--- config.mk ---
export PLATFORM = sky130hd
export DESIGN_NAME = csrUnit
export DESIGN_NICKNAME = d
export VERILOG_FILES = /design/src/verilog/csrPkg.sv /design/src/verilog/csrDecode.sv /design/src/verilog/privMode.sv /design/src/verilog/statusReg.sv /design/src/verilog/csrReadMux.sv /design/src/verilog/csrUnit.sv
export SDC_FILE = /design/constraint.sdc
export NUM_CORES = 1
export LEC_CHECK = 0
export CAP_MARGIN = 20
export CORE_UTILIZATION = 50
export CTS_BUF_LIST = sky130_fd_sc_hd__clkbuf_8 sky130_fd_sc_hd__clkbuf_16
export CTS_CLUSTER_SIZE = 8
export DETAILED_ROUTE_END_ITERATION = 7
export DONT_BUFFER_PORTS = 1
export SLEW_MARGIN = 10
export SYNTH_ARGS = -nofsm -noshare
export SYNTH_HDL_FRONTEND = slang
export SYNTH_SLANG_ARGS = --single-unit
--- constraint.sdc ---
create_clock -name clk -period 2.4 [get_ports clk]
set_input_delay 0.12 -clock clk [delete_from_list [all_inputs] [get_ports clk]]
set_output_delay 0.12 -clock clk [all_outputs]
set_load 0.05 [all_outputs]
--- src/verilog/csrPkg.sv ---
//////////////////////////////////////////////////////////////////////
// shared CSR addresses, op codes, mode codes and the status word views
// referenced by scoped name from the CSR unit and its testbench
//////////////////////////////////////////////////////////////////////

package csrPkg;

  // CSR addresses handled by the status block
  localparam logic [11:0] addrSstatus  = 12'h100;
  localparam logic [11:0] addrMstatus  = 12'h300;
  localparam logic [11:0] addrMisa     = 12'h301;
  localparam logic [11:0] addrMstatush = 12'h310;

  // privilege modes, 2'b10 is reserved
  localparam logic [1:0] modeU = 2'b00;
  localparam logic [1:0] modeS = 2'b01;
  localparam logic [1:0] modeM = 2'b11;

  // csr op, low two bits of funct3
  localparam logic [1:0] opWrite = 2'b01; // csrrw
  localparam logic [1:0] opSet   = 2'b10; // csrrs
  localparam logic [1:0] opClear = 2'b11; // csrrc

  //////////////////////////////////////////////////////////////////////
  // status word layouts, RV32
  //////////////////////////////////////////////////////////////////////

  typedef struct packed {
    logic       sd;       // 31
    logic [7:0] wpri30;   // 30:23 reserved
    logic       tsr;      // 22
    logic       tw;       // 21
    logic       tvm;      // 20
    logic       mxr;      // 19
    logic       sum;      // 18
    logic       mprv;     // 17
    logic [1:0] xs;       // 16:15
    logic [1:0] fs;       // 14:13
    logic [1:0] mpp;      // 12:11
    logic [1:0] wpri10;   // 10:9
    logic       spp;      // 8
    logic       mpie;     // 7
    logic       ube;      // 6
    logic       spie;     // 5
    logic       wpri4;
    logic       mie;      // 3
    logic       wpri2;
    logic       sie;      // 1
    logic       wpri0;
  } mstatusFields_t;

  typedef struct packed {
    logic [23:0] wpri31;  // 31:8 reserved
    logic        mpv;     // 7, hypervisor only
    logic        gva;     // 6, hypervisor only
    logic        mbe;     // 5
    logic        sbe;     // 4
    logic [3:0]  wpri3;   // 3:0
  } mstatushFields_t;

  // one 32-bit word, decoded as low or high status half
  typedef union packed {
    logic [31:0]     raw;
    mstatusFields_t  mstatus;
    mstatushFields_t mstatush;
  } statusWord_u;

endpackage

--- src/verilog/csrDecode.sv ---
//////////////////////////////////////////////////////////////////////
// CSR instruction decode: legality, write strobes and merged value
//////////////////////////////////////////////////////////////////////

module csrDecode #(
  parameter bit sSupported = 1'b1
) (
  input  logic        csrEn,
  input  logic [1:0]  csrOp,
  input  logic [11:0] csrAddr,
  input  logic [31:0] csrSrc,
  input  logic [1:0]  privMode,
  input  logic [31:0] readData,     // old value, from the read mux
  output logic [31:0] writeValue,
  output logic        writeMstatus,
  output logic        writeMstatush,
  output logic        writeSstatus,
  output logic        illegal
);

  logic isMstatus, isMstatush, isSstatus, isMisa;
  logic addrKnown;
  logic privFault;    // addr needs more privilege than we have
  logic readOnly;
  logic doesWrite;    // instruction modifies the csr
  logic legalWrite;

  //////////////////////////////////////////////////////////////////////
  // address checks
  //////////////////////////////////////////////////////////////////////

  assign isMstatus  = (csrAddr == csrPkg::addrMstatus);
  assign isMstatush = (csrAddr == csrPkg::addrMstatush);
  assign isMisa     = (csrAddr == csrPkg::addrMisa);
  assign isSstatus  = sSupported & (csrAddr == csrPkg::addrSstatus); // gone without S

  assign addrKnown = isMstatus | isMstatush | isMisa | isSstatus;
  assign privFault = (csrAddr[9:8] > privMode);          // bits 9:8 hold min privilege
  assign readOnly  = (csrAddr[11:10] == 2'b11) | isMisa; // misa is fixed here

  // set and clear with a zero source are plain reads
  always_comb begin
    case (csrOp)
      csrPkg::opWrite: doesWrite = 1'b1;
      csrPkg::opSet,
      csrPkg::opClear: doesWrite = |csrSrc;
      default:         doesWrite = 1'b0;
    endcase
  end

  assign illegal = csrEn & (~addrKnown | privFault | (readOnly & doesWrite));

  //////////////////////////////////////////////////////////////////////
  // merge and strobes
  //////////////////////////////////////////////////////////////////////

  always_comb begin
    case (csrOp)
      csrPkg::opWrite: writeValue = csrSrc;
      csrPkg::opSet:   writeValue = readData | csrSrc;
      csrPkg::opClear: writeValue = readData & ~csrSrc;
      default:         writeValue = readData; // no change
    endcase
  end

  assign legalWrite = csrEn & doesWrite & ~illegal;

  // address compares are exclusive, so at most one strobe
  assign writeMstatus  = legalWrite & isMstatus;
  assign writeMstatush = legalWrite & isMstatush;
  assign writeSstatus  = legalWrite & isSstatus;

endmodule

--- src/verilog/privMode.sv ---
//////////////////////////////////////////////////////////////////////
// current privilege mode and the next-mode choice on traps and returns
//////////////////////////////////////////////////////////////////////

module privMode #(
  parameter bit sSupported = 1'b1
) (
  input  logic       clk,
  input  logic       reset,
  input  logic       stall,
  input  logic       trap,
  input  logic       trapToSuper,   // delegation says take it in S
  input  logic       mret,
  input  logic       sret,
  input  logic [1:0] statusMpp,
  input  logic       statusSpp,
  output logic [1:0] nextPrivMode,  // shared with status bookkeeping
  output logic [1:0] privMode
);

  logic [1:0] trapMode;

  // delegation never lowers privilege out of M
  assign trapMode = (trapToSuper & sSupported & (privMode != csrPkg::modeM)) ?
                    csrPkg::modeS : csrPkg::modeM;

  // same priority as the status register: trap, mret, sret
  always_comb begin
    if (trap)
      nextPrivMode = trapMode;
    else if (mret)
      nextPrivMode = statusMpp;          // mpp is kept legal by WARL
    else if (sret & sSupported)
      nextPrivMode = {1'b0, statusSpp}; // spp 1 is S, 0 is U
    else
      nextPrivMode = privMode;
  end

  always_ff @(posedge clk) begin
    if (reset)
      privMode <= csrPkg::modeM;     // boot in machine mode
    else if (~stall)
      privMode <= nextPrivMode;
  end

endmodule

--- src/verilog/statusReg.sv ---
//////////////////////////////////////////////////////////////////////
// mstatus / mstatush field registers with WARL rules and read views
// also drives the status control bits and the data endianness
//////////////////////////////////////////////////////////////////////

module statusReg #(
  parameter bit sSupported         = 1'b1,
  parameter bit uSupported         = 1'b1,
  parameter bit fSupported         = 1'b1,
  parameter bit bigEndianSupported = 1'b1,
  parameter bit virtMemSupported   = 1'b1
) (
  input  logic        clk,
  input  logic        reset,
  input  logic        stall,
  input  logic        trap,
  input  logic [1:0]  nextPrivMode,
  input  logic [1:0]  privMode,
  input  logic        mret,
  input  logic        sret,
  input  logic        fpWrite,        // fp register or fcsr update
  input  logic        writeMstatus,
  input  logic        writeMstatush,
  input  logic        writeSstatus,
  input  logic [31:0] writeValue,
  output logic [31:0] mstatusWord,
  output logic [31:0] sstatusWord,
  output logic [31:0] mstatushWord,
  output logic [1:0]  statusMpp,
  output logic        statusSpp,
  output logic        statusMie,
  output logic        statusSie,
  output logic        statusTsr,
  output logic        statusTw,
  output logic        statusTvm,
  output logic        statusMxr,
  output logic        statusSum,
  output logic        statusMprv,
  output logic [1:0]  statusFs,
  output logic        bigEndian
);

  csrPkg::statusWord_u wv;           // incoming write word
  csrPkg::statusWord_u mView, sView, hView;
  logic       mpie, spie;
  logic       mbe, sbe, ube;
  logic [1:0] mppNext;
  logic [1:0] endianMode;
  logic       endianBit;
  logic       sd;

  assign wv.raw = writeValue;
  assign sd     = (statusFs == 2'b11); // xs is always zero

  // mpp is WARL, reserved or unsupported modes keep the old value
  always_comb begin
    if (wv.mstatus.mpp == csrPkg::modeU && uSupported)
      mppNext = csrPkg::modeU;
    else if (wv.mstatus.mpp == csrPkg::modeS && sSupported)
      mppNext = csrPkg::modeS;
    else if (wv.mstatus.mpp == csrPkg::modeM)
      mppNext = csrPkg::modeM;
    else
      mppNext = statusMpp;
  end

  //////////////////////////////////////////////////////////////////////
  // field registers
  //////////////////////////////////////////////////////////////////////

  always_ff @(posedge clk) begin
    if (reset) begin
      statusTsr  <= 1'b0;
      statusTw   <= 1'b0;
      statusTvm  <= 1'b0;
      statusMxr  <= 1'b0;
      statusSum  <= 1'b0;
      statusMprv <= 1'b0;
      statusFs   <= 2'b00;   // fp off until enabled
      statusMpp  <= 2'b00;
      statusSpp  <= 1'b0;
      mpie       <= 1'b0;
      spie       <= 1'b0;
      statusMie  <= 1'b0;
      statusSie  <= 1'b0;
      mbe        <= 1'b0;
      sbe        <= 1'b0;
      ube        <= 1'b0;
    end else if (~stall) begin
      if (trap) begin
        if (nextPrivMode == csrPkg::modeM) begin
          mpie      <= statusMie;  // stack the enable
          statusMie <= 1'b0;
          statusMpp <= privMode;
        end else if (sSupported) begin  // delegated to S
          spie      <= statusSie;
          statusSie <= 1'b0;
          statusSpp <= privMode[0];
        end
      end else if (mret) begin
        statusMie  <= mpie;
        mpie       <= 1'b1;
        statusMpp  <= uSupported ? csrPkg::modeU : csrPkg::modeM; // lowest mode
        statusMprv <= statusMprv & (statusMpp == csrPkg::modeM);  // leaving M drops mprv
      end else if (sret & sSupported) begin
        statusSie  <= spie;
        spie       <= 1'b1;
        statusSpp  <= 1'b0;
        statusMprv <= 1'b0;   // sret never returns to M
      end else if (writeMstatus) begin
        statusTsr  <= sSupported & wv.mstatus.tsr;
        statusTw   <= uSupported & wv.mstatus.tw;
        statusTvm  <= sSupported & wv.mstatus.tvm;
        statusMxr  <= sSupported & wv.mstatus.mxr;
        statusSum  <= sSupported & virtMemSupported & wv.mstatus.sum;
        statusMprv <= uSupported & wv.mstatus.mprv;
        statusFs   <= fSupported ? wv.mstatus.fs : 2'b00;
        statusMpp  <= mppNext;
        statusSpp  <= sSupported & wv.mstatus.spp;
        mpie       <= wv.mstatus.mpie;
        spie       <= sSupported & wv.mstatus.spie;
        statusMie  <= wv.mstatus.mie;
        statusSie  <= sSupported & wv.mstatus.sie;
        ube        <= uSupported & bigEndianSupported & wv.mstatus.ube;
      end else if (writeMstatush) begin
        mbe <= bigEndianSupported & wv.mstatush.mbe;   // mpv, gva hardwired zero
        sbe <= sSupported & bigEndianSupported & wv.mstatush.sbe;
      end else if (writeSstatus) begin  // supervisor subset only
        statusMxr <= sSupported & wv.mstatus.mxr;
        statusSum <= sSupported & virtMemSupported & wv.mstatus.sum;
        statusFs  <= fSupported ? wv.mstatus.fs : 2'b00;
        statusSpp <= sSupported & wv.mstatus.spp;
        spie      <= sSupported & wv.mstatus.spie;
        statusSie <= sSupported & wv.mstatus.sie;
        ube       <= uSupported & bigEndianSupported & wv.mstatus.ube;
      end else if (fpWrite & fSupported) begin
        statusFs <= 2'b11;   // dirty
      end
    end
  end

  //////////////////////////////////////////////////////////////////////
  // read views
  //////////////////////////////////////////////////////////////////////

  always_comb begin
    mView.raw           = '0;
    mView.mstatus.sd    = sd;
    mView.mstatus.tsr   = statusTsr;
    mView.mstatus.tw    = statusTw;
    mView.mstatus.tvm   = statusTvm;
    mView.mstatus.mxr   = statusMxr;
    mView.mstatus.sum   = statusSum;
    mView.mstatus.mprv  = statusMprv;
    mView.mstatus.fs    = statusFs;
    mView.mstatus.mpp   = statusMpp;
    mView.mstatus.spp   = statusSpp;
    mView.mstatus.mpie  = mpie;
    mView.mstatus.ube   = ube;
    mView.mstatus.spie  = spie;
    mView.mstatus.mie   = statusMie;
    mView.mstatus.sie   = statusSie;
    // sstatus shows the supervisor subset
    sView.raw           = '0;
    sView.mstatus.sd    = sd;
    sView.mstatus.mxr   = statusMxr;
    sView.mstatus.sum   = statusSum;
    sView.mstatus.fs    = statusFs;
    sView.mstatus.spp   = statusSpp;
    sView.mstatus.ube   = ube;
    sView.mstatus.spie  = spie;
    sView.mstatus.sie   = statusSie;
    hView.raw           = '0;
    hView.mstatush.mbe  = mbe;
    hView.mstatush.sbe  = sbe;
  end

  assign mstatusWord  = mView.raw;
  assign sstatusWord  = sView.raw;
  assign mstatushWord = hView.raw;

  // endianness follows mpp when M-mode accesses run with mprv
  assign endianMode = (privMode == csrPkg::modeM && statusMprv) ? statusMpp : privMode;

  always_comb begin
    case (endianMode)
      csrPkg::modeM: endianBit = mbe;
      csrPkg::modeS: endianBit = sbe;
      default:       endianBit = ube;
    endcase
  end

  assign bigEndian = bigEndianSupported & endianBit;

endmodule

--- src/verilog/csrReadMux.sv ---
//////////////////////////////////////////////////////////////////////
// CSR read select by address, with misa built from the parameters
//////////////////////////////////////////////////////////////////////

module csrReadMux #(
  parameter bit sSupported = 1'b1,
  parameter bit uSupported = 1'b1,
  parameter bit fSupported = 1'b1
) (
  input  logic [11:0] csrAddr,
  input  logic [31:0] mstatusWord,
  input  logic [31:0] sstatusWord,
  input  logic [31:0] mstatushWord,
  output logic [31:0] readData
);

  logic [31:0] misaWord;

  // misa letters are bit (letter - 'A')
  always_comb begin
    misaWord        = '0;
    misaWord[31:30] = 2'b01;       // mxl = 32 bit
    misaWord[8]     = 1'b1;        // I
    misaWord[12]    = 1'b1;        // M
    misaWord[5]     = fSupported;  // F
    misaWord[18]    = sSupported;  // S
    misaWord[20]    = uSupported;  // U
  end

  always_comb begin
    case (csrAddr)
      csrPkg::addrMstatus:  readData = mstatusWord;
      csrPkg::addrSstatus:  readData = sstatusWord;
      csrPkg::addrMstatush: readData = mstatushWord;
      csrPkg::addrMisa:     readData = misaWord;
      default:              readData = '0;   // unknown csr
    endcase
  end

endmodule

--- src/verilog/csrUnit.sv ---
//////////////////////////////////////////////////////////////////////
// status part of the CSR unit, sets the feature parameters
//////////////////////////////////////////////////////////////////////

module csrUnit #(
  parameter bit sSupported         = 1'b1,  // needs uSupported
  parameter bit uSupported         = 1'b1,
  parameter bit fSupported         = 1'b1,
  parameter bit bigEndianSupported = 1'b1,
  parameter bit virtMemSupported   = 1'b1
) (
  input  logic        clk,
  input  logic        reset,
  input  logic        stall,
  input  logic        csrEn,
  input  logic [1:0]  csrOp,
  input  logic [11:0] csrAddr,
  input  logic [31:0] csrSrc,
  input  logic        trap,
  input  logic        trapToSuper,
  input  logic        mret,
  input  logic        sret,
  input  logic        fpWrite,
  output logic [31:0] csrReadData,
  output logic        illegal,
  output logic [1:0]  privMode,
  output logic        statusMie,
  output logic        statusSie,
  output logic        statusTsr,
  output logic        statusTw,
  output logic        statusTvm,
  output logic        statusMxr,
  output logic        statusSum,
  output logic        statusMprv,
  output logic [1:0]  statusFs,
  output logic        bigEndian
);

  logic [31:0] writeValue;
  logic        writeMstatus, writeMstatush, writeSstatus;
  logic [31:0] mstatusWord, sstatusWord, mstatushWord;
  logic [1:0]  statusMpp;
  logic        statusSpp;
  logic [1:0]  nextPrivMode;

  csrDecode #(.sSupported(sSupported)) csrDecode_i (
    .csrEn, .csrOp, .csrAddr, .csrSrc, .privMode,
    .readData(csrReadData),       // old value for set / clear
    .writeValue, .writeMstatus, .writeMstatush, .writeSstatus, .illegal
  );

  privMode #(.sSupported(sSupported)) privMode_i (
    .clk, .reset, .stall, .trap, .trapToSuper, .mret, .sret,
    .statusMpp, .statusSpp, .nextPrivMode, .privMode
  );

  statusReg #(
    .sSupported(sSupported), .uSupported(uSupported), .fSupported(fSupported),
    .bigEndianSupported(bigEndianSupported), .virtMemSupported(virtMemSupported)
  ) statusReg_i (
    .clk, .reset, .stall, .trap, .nextPrivMode, .privMode, .mret, .sret, .fpWrite,
    .writeMstatus, .writeMstatush, .writeSstatus, .writeValue,
    .mstatusWord, .sstatusWord, .mstatushWord, .statusMpp, .statusSpp,
    .statusMie, .statusSie, .statusTsr, .statusTw, .statusTvm, .statusMxr,
    .statusSum, .statusMprv, .statusFs, .bigEndian
  );

  csrReadMux #(
    .sSupported(sSupported), .uSupported(uSupported), .fSupported(fSupported)
  ) csrReadMux_i (
    .csrAddr, .mstatusWord, .sstatusWord, .mstatushWord,
    .readData(csrReadData)
  );

endmodule

==> results.cfg <==
[synthesis]
yosysMostFrequentCell = nand2_1
synth.top_cell.area_share = 0.1892
synth-main-ff-cell = dfxtp_1
avgSynthCellArea_um2 = 7.246
yosys_warnings = 0
yosys-top-cells-area = dfxtp_1 19%, nand2_1 5.7%, buf_4 5.3%
ys_seq_area_frac = 0.1892
synth_top_cells_by_count = 32 x nand2_1, 20 x dfxtp_1, 18 x a21oi_1, 17 x o21ai_0
ys_types = 57
syn_inst = 292
mappedNetlistArea_mm2 = 0.002116
synth_edf_count = 0
synth-seq-cells = 20
yosys.area.top_type = dfxtp_1
synth-async-reset-ratio = 0

[setup_path]
end_kind = flop
cpMaxStageDelayCell = dfxtp_2
r2r_cells = 9
crit_chain = inv_1 > ha_1 > nor2b_1 > o211ai_1 > o211ai_2 > nor3_2 > buf_4 > mux2i_1 > nor2_1
r2r-end = statusReg_i.statusSum
slowest_delay_ns = 0.33
cp_top_family = simple AND/OR/NAND/NOR gates
cp-start-kind = flop
critPathKind = reg -> reg
cp_num_buf_inv = 2
cp_max_fo = 11
ff2ff_setup_slack_ns = 0.22
crit_arrival_ns = 2.32
cp_data_required_time_ns = 2.53
timing.rr.start = privMode_i.privMode[1]

[layout]
fin_area_mm2 = 0.002350
nets = 362
drive_above_1_share = 0.1848
areaGrowthSynthToFinish_pct = 11.06
top_regs = privMode_i.privMode x2, statusReg_i.statusFs x2, statusReg_i.statusMpp x2
area.sequential_um2 = 401.6
stdcell_count = 353
diodes = 0
post-route-util = 0.5832
fill_cells = 405
multi_input_area_mm2 = 0.001590

[placement]
placed_cell_area_mm2 = 0.002287
place_congestion = 0.8996
dp_hpwl_um = 5052
port_buffers = 0
dp_cells = 349

[timing]
hold_violations = 0
setup_violations = 0
fin_skew_ns = 0.001895
relSlewSlack = 0.6014
rsz0062_at_grt = false
fin_crit_sh = 0.9093
drv_slew = 0
post-route-min-period_ns = 2.182
timing.setup.tns_ns = 0
tightest_slew_ns = 0.5959
max_freq_ghz = 0.4583

[clocking]
cts_setup_buffers = 0
cts_buffers = 3
clock_latency_ns = 0.26
cts_sinks = 20
clk_path_buf_depth = 2
cts-root-buf = clkbuf_8
cts_tree = done
clk_pin_slew_ns = 0.08
cts_max_level = 1

[min_path]
min_to = statusReg_i.statusTw
whs_path_depth = 2
hp-start = csrAddr[9]
hp-class = in -> reg

[global_route]
grt_antenna_before_repair = 0
grt_max_degree = 21
grt_usage = 0.2964
grt_pass1_vias = 1925
grt_overflow = 0
grt_pass1_wl_um = 9784

[route]
wl_per_cell_um = 18.36
drtIter0Drc = 165
drtAntennaViolNets = 0
wirelength_um = 6482
route.detailed.drc = 0
via_count = 2206
dr.pass1.iters = 4
vias_per_cell = 6.249

[floorplan]
core_area_mm2 = 0.004029
initial_core_util = 0.5252
io_pins = 101
die-area_mm2 = 0.004496
die_w_um = 67.05
die_y_um = 67.05
row_count = 23

[run]
drv_cap = 0

[power_and_ir_drop]
irDropWorstVdd_v = 0.0001984
p_leak_nw = 0.8753
power.density_mw_per_mm2 = 347.3

[outcome]
status = complete, no violations
==> layout make-up <==
| type | count | area share |
|---|---|---|
| Tap cell | 50 | 0.02662 |
| Sequential cell | 20 | 0.1709 |
| Inverter | 11 | 0.01757 |
| Timing Repair Buffer | 28 | 0.09052 |
| Multi-Input combinational cell | 241 | 0.6768 |
| Clock buffer | 3 | 0.01757 |
==> kinds of logic after synthesis <==
group | share of synthesized area
AOI/OAI and AO/OA | 0.2768
xor gates and xnor gates | 0.02898
adders and majority gates | 0.01183
buffers and inverters | 0.1041
DFF | 0.1892
muxes | 0.04908
other | 0.001772
and+or+nand+nor | 0.3383
==> cells in the final DEF, fill, tap and decap left out, types with 6 or more instances in the layout <==
cell type and n:
mux2i_1 7, o21ai_0 16, and2_1 15, buf_4 27
a31oi_1 9, inv_1 11, nor4_1 10, nor3_1 6
dfxtp_1 19, a21oi_1 18, nand3_1 7, conb_1 13
nand2_1 32, xnor2_1 7, nor2b_1 8, nor2_1 9
==> timing repair <==
item / 4_1_cts / 5_1_grt
resized for setup: 0 / 2
hold endpoints to repair: 14 / 0
hold buffers: 1 / 0
setup endpoints to repair: 0 / 5
==> routing by layer <==
metal / vias up / global-route usage / part of all wire
met5: - / 0 / 0
met4: 0 / 0.07979 / 0.0088
met3: 6 / 0.05308 / 0.088
met2: 121 / 0.4750 / 0.46
met1: 1004 / 0.4002 / 0.44
li1: 1075 / - / -
==> metrics by stage <==
step	setup slack (ns)	power, mW	hold slack (ns)
2_1_floorplan	0.01475	0.5843	0.2907
3_3_place_gp	0.1699	0.5840	0.1932
3_5_place_dp	0.1769	0.5850	0.1949
4_1_cts	0.1701	0.8259	0.002933
5_1_grt	0.007291	0.8534	0.01446
6_report	0.2178	0.8161	0.005513
==> where the power goes <==
group          internal (mW)  total (mW)  switching, mW
combinational         0.0820       0.233          0.151
clock                  0.112       0.232          0.119
sequential             0.341       0.352         0.0107
==> how the worst max path moves through the flow <==
stage	cells after the start	slack (ns)	endpoint	from
6_report	9	0.22	statusReg_i.statusSum	privMode_i.privMode[1]
2_1_floorplan	5	0.01	illegal	csrAddr[5]
3_3_place_gp	6	0.17	statusReg_i.statusMie	csrSrc[9]
4_1_cts	8	0.17	statusReg_i.statusMie	privMode_i.privMode[1]
5_1_grt	9	0.007	statusReg_i.statusSum	privMode_i.privMode[1]
3_5_place_dp	6	0.18	statusReg_i.statusMie	csrSrc[9]
No activity file was read; power rests on OpenSTA's default activity.
